$ cat config.mk
export PLATFORM = sky130hd
export DESIGN_NAME = ex_mem_reg
export DESIGN_NICKNAME = d
export VERILOG_FILES = /design/src/mips_pkg.sv /design/src/ex_mem_reg.sv
export SDC_FILE = /design/constraint.sdc
export NUM_CORES = 1
export LEC_CHECK = 0
export BUFFER_PORTS_ARGS = -buffer_cell sky130_fd_sc_hd__buf_4
export CAP_MARGIN = 30
export CORE_AREA = 2 2 188 190
export CTS_BUF_LIST = sky130_fd_sc_hd__clkbuf_8 sky130_fd_sc_hd__clkbuf_16
export DETAILED_ROUTE_END_ITERATION = 10
export DIE_AREA = 0 0 190 192
export PLACE_DENSITY = 0.49
export SLEW_MARGIN = 5
export SYNTH_ARGS = -nofsm -noshare
export SYNTH_HDL_FRONTEND = slang
export SYNTH_SLANG_ARGS = --single-unit
export TNS_END_PERCENT = 10
$ cat constraint.sdc
create_clock -name i_clk -period 0.8 [get_ports i_clk]
set_input_delay 0.08 -clock i_clk [delete_from_list [all_inputs] [get_ports i_clk]]
set_output_delay 0.08 -clock i_clk [all_outputs]
set_load 0.005 [all_outputs]
$ cat src/mips_pkg.sv
package mips_pkg;

    // Datapath and register index widths
    localparam int NBITS = 32;
    localparam int REGS  = 5;

    typedef logic [NBITS-1:0] word_t;
    typedef logic [REGS-1:0]  reg_idx_t;

    // Link register written by jal
    localparam reg_idx_t RA_REG = 5'd31;

    typedef enum logic [3:0] {
        ALU_ADD  = 4'd0,
        ALU_SUB  = 4'd1,
        ALU_AND  = 4'd2,
        ALU_OR   = 4'd3,
        ALU_XOR  = 4'd4,
        ALU_NOR  = 4'd5,
        ALU_SLT  = 4'd6,
        ALU_SLTU = 4'd7,
        ALU_SLL  = 4'd8,
        ALU_SRL  = 4'd9,
        ALU_SRA  = 4'd10,
        ALU_LUI  = 4'd11
    } alu_op_t;

    // Access size, same code for loads and stores
    typedef logic [1:0] size_t;

    localparam size_t SIZE_BYTE = 2'd0;
    localparam size_t SIZE_HALF = 2'd1;
    localparam size_t SIZE_WORD = 2'd2;

endpackage

$ cat src/ex_mem_reg.sv
`timescale 1ns/1ps

module ex_mem_reg
#(
    parameter int NBITS = mips_pkg::NBITS,
    parameter int REGS  = mips_pkg::REGS
)
(
    input  logic                  i_clk,
    input  logic                  i_rst,
    input  logic                  i_flush,
    input  logic [NBITS-1:0]      i_pc4,
    input  logic [NBITS-1:0]      i_pc8,
    input  logic [NBITS-1:0]      i_pc_branch,
    input  logic [NBITS-1:0]      i_instruction,
    input  logic                  i_zero,
    input  logic [NBITS-1:0]      i_alu,
    input  logic [NBITS-1:0]      i_rt_data,
    input  logic [REGS-1:0]       i_reg_dest,
    input  logic [NBITS-1:0]      i_extension,
    input  logic                  i_branch,
    input  logic                  i_nbranch,
    input  logic                  i_mem_write,
    input  logic                  i_mem_read,
    input  mips_pkg::size_t       i_store_size,
    input  logic                  i_jal,
    input  logic                  i_mem_to_reg,
    input  logic                  i_reg_write,
    input  mips_pkg::size_t       i_load_size,
    input  logic                  i_zero_extend,
    input  logic                  i_lui,
    output logic [NBITS-1:0]      o_pc4,
    output logic [NBITS-1:0]      o_pc8,
    output logic [NBITS-1:0]      o_pc_branch,
    output logic [NBITS-1:0]      o_instruction,
    output logic                  o_zero,
    output logic [NBITS-1:0]      o_alu,
    output logic [NBITS-1:0]      o_rt_data,
    output logic [REGS-1:0]       o_reg_dest,
    output logic [NBITS-1:0]      o_extension,
    output logic                  o_branch,
    output logic                  o_nbranch,
    output logic                  o_mem_write,
    output logic                  o_mem_read,
    output mips_pkg::size_t       o_store_size,
    output logic                  o_jal,
    output logic                  o_mem_to_reg,
    output logic                  o_reg_write,
    output mips_pkg::size_t       o_load_size,
    output logic                  o_zero_extend,
    output logic                  o_lui
);

    // Side-effect bits, squashed on reset or flush
    always_ff @(posedge i_clk)
    begin
        if (i_rst || i_flush)
        begin
            o_branch    <= 1'b0;
            o_nbranch   <= 1'b0;
            o_mem_write <= 1'b0;
            o_mem_read  <= 1'b0;
            o_jal       <= 1'b0;
            o_reg_write <= 1'b0;
        end
        else
        begin
            o_branch    <= i_branch;
            o_nbranch   <= i_nbranch;
            o_mem_write <= i_mem_write;
            o_mem_read  <= i_mem_read;
            o_jal       <= i_jal;
            o_reg_write <= i_reg_write;
        end
    end

    always_ff @(posedge i_clk)
    begin
        o_pc4         <= i_pc4;
        o_pc8         <= i_pc8;
        o_pc_branch   <= i_pc_branch;
        o_instruction <= i_instruction;
        o_zero        <= i_zero;
        o_alu         <= i_alu;
        o_rt_data     <= i_rt_data;
        o_reg_dest    <= i_reg_dest;
        o_extension   <= i_extension;
        o_store_size  <= i_store_size;
        o_mem_to_reg  <= i_mem_to_reg;
        o_load_size   <= i_load_size;
        o_zero_extend <= i_zero_extend;
        o_lui         <= i_lui;
    end

endmodule

==> results_dict.tcl <==
set metrics [dict create \
    synth_warnings 0 \
    finalSetupViolCount 243 \
    core_um2 34290 \
    htree_levels 1 \
    irDropWorstVdd_v 0.001532 \
    synthMuxAreaShare 0 \
    port_buffers 488 \
    cp_max_fo 1 \
    die_w_um 190 \
    yosys.area_share.adder 0 \
    remaining_drc_errors 0 \
    dpl.hpwl_mm 14.30 \
    yosysUniqueCellTypes 2 \
    cp_data_required_time_ns 0.72 \
    synth_compound_area_frac 0 \
    die_y_um 192 \
    startpoint_type "flip-flop" \
    drt_wl_total_mm 21.47 \
    fin_nets 1257 \
    final-max-slew-violation-count 0 \
    max_stage_delay_ns 0.34 \
    postSynthCellCount 249 \
    cp_top_family "flip-flops" \
    io_pins 489 \
    final_cell_mix "buf_4 (367), dlygate4sd3_1 (245), dfxtp_1 (139), buf_6 (121), dfxtp_2 (104)" \
    hp-class "input pin to flip-flop" \
    synth_top_family_by_area "simple AND/OR/NAND/NOR gates" \
    drtPass1Iterations 3 \
    fp.dieArea_um2 36480 \
    fmax_mhz 944.9 \
    power_mw 27.49 \
    p_leak_nw 5.998 \
    drt_iter0_markers 73 \
    critPathArrivalTime_ns 0.98 \
    synth_top_area_frac 0.9908 \
    grt_pass1_vias 5449 \
    period_minus_slack_ns 1.058 \
    preCtsSetupSlack_ns 0.1786 \
    clk_pin_slew_ns 0.06 \
    synth-simple-area-share 0.009174 \
    drive_gt1_frac 0.6131 \
    synth_area_per_cell_um2 19.72 \
    violations "setup timing" \
    drv_cap 0 \
    tightest_slew_ns 0.2943 \
    final_common_cell "buf_4" \
    cp_slowest_cell "dfxtp_1" \
    end_kind "output pin" \
    syn_area_um2 4910 \
    fin_ws_ns -0.2583 \
    hold_slack_ns 0.1808 \
    drtAntennaViolNets 0 \
    rsz0062_at_grt "yes" \
    clk_path_buf_depth 3 \
    cts_root_buf "clkbuf_16" \
    timing_worst_setup_path_type "flip-flop to output pin" \
    relSlewSlack 0.8034 \
    grt_max_degree 14 \
    antenna_found_initial 0 \
    crit_buf_inv 1 \
    clock-sinks 243 \
    cp_cell_sequence "buf_6" \
    vias 4843 \
    grt_pass1_wl_mm 29.82 \
    outcome "finished with violations" \
    yosys-top-cells-area "dfxtp_1 (99%), nor3b_1 (0.92%)" \
    grt_usage 0.1068 \
    finalCritPeriodShare 1.323 \
    globalplace.congestion 0.7606 \
    grt-ovfl-total 0 \
    wl_per_cell_um 14.49 \
    yosysSeqAreaShare 0.9908 \
    postCtsSetupRepairBufs 0 \
    initial_core_util 0.1432 \
    cts_buffers 27 \
    finalHoldViolCount 0 \
    synth.net_count 495 \
    area_growth_pct 164.2 \
    via_per_inst 3.270 \
    cellPowerDensity_nw_per_um2 2119 \
    yosys.area.top_type "dfxtp_1" \
    antenna_cells 0 \
    synthXorXnorAreaFrac 0 \
    synth_seq_cells 243 \
    tritoncts "built" \
    placement_rows 68 \
]
-- kinds of logic (layout without fill, tap and decap cells) --
| kind of cell | after synthesis | after routing |
|---|---|---|
| DFF | 243 | 243 |
| and+or+nand+nor | 6 | 6 |
| buffers and inverters | 0 | 777 |
-- cell type report --
| type | instances | area [um^2] |
|---|---|---|
| well taps | 455 | 569.3 |
| flip-flops and latches | 243 | 4995 |
| repair buffers | 733 | 6570 |
| clock buffers | 31 | 730.7 |
| fillers | 3161 | 21320 |
| multi-input cells | 6 | 45.04 |
| clock inverters | 13 | 62.56 |
-- per-stage QoR --
step                      std cells  TNS [ns]  instance area (um^2)    util
after detailed placement       1192         0                  9143  0.2666
after CTS                      1481    -64.84                 12780  0.3727
after global routing           1481    -66.49                 12970  0.3783
after floorplan                 249         0                  4910       -
after global placement         1192         0                  9143  0.2666
final                          1481    -56.98                 12970  0.3783
-- synthesized netlist by cell type --
library cell and n:
dfxtp_1 243, nor3b_1 6
-- worst paths after layout --
check	start	end	slack, ns	cells past startpoint
min	i_rt_data[28]	o_rt_data[28]$_DFF_P_	0.18	2
max	o_extension[2]$_DFF_P_	o_extension[2]	-0.26	1
-- where the power goes --
group | switching (mW) | internal (mW) | total [mW]
combinational | 0.836 | 2.45 | 3.29
sequential | 0.250 | 12.8 | 13.1
clock | 4.72 | 6.42 | 11.1
-- timing repair --
action / in CTS / in global routing
endpoints found under the setup margin: 243 / 243
hold buffers: 245 / 0
gates resized for setup: 140 / 85
hold endpoints to repair: 243 / 0
cloned: 0 / 0
-- per-layer routing --
| layer | track usage | vias up | part of all wire |
|---|---|---|---|
| met5 | 0 | - | 0 |
| met4 | 0.04442 | 0 | 0.027 |
| met3 | 0.03855 | 39 | 0.11 |
| met2 | 0.1993 | 314 | 0.52 |
| met1 | 0.1071 | 2191 | 0.34 |
| li1 | - | 2299 | - |
Note: power is estimated with default switching activity, not from simulation.
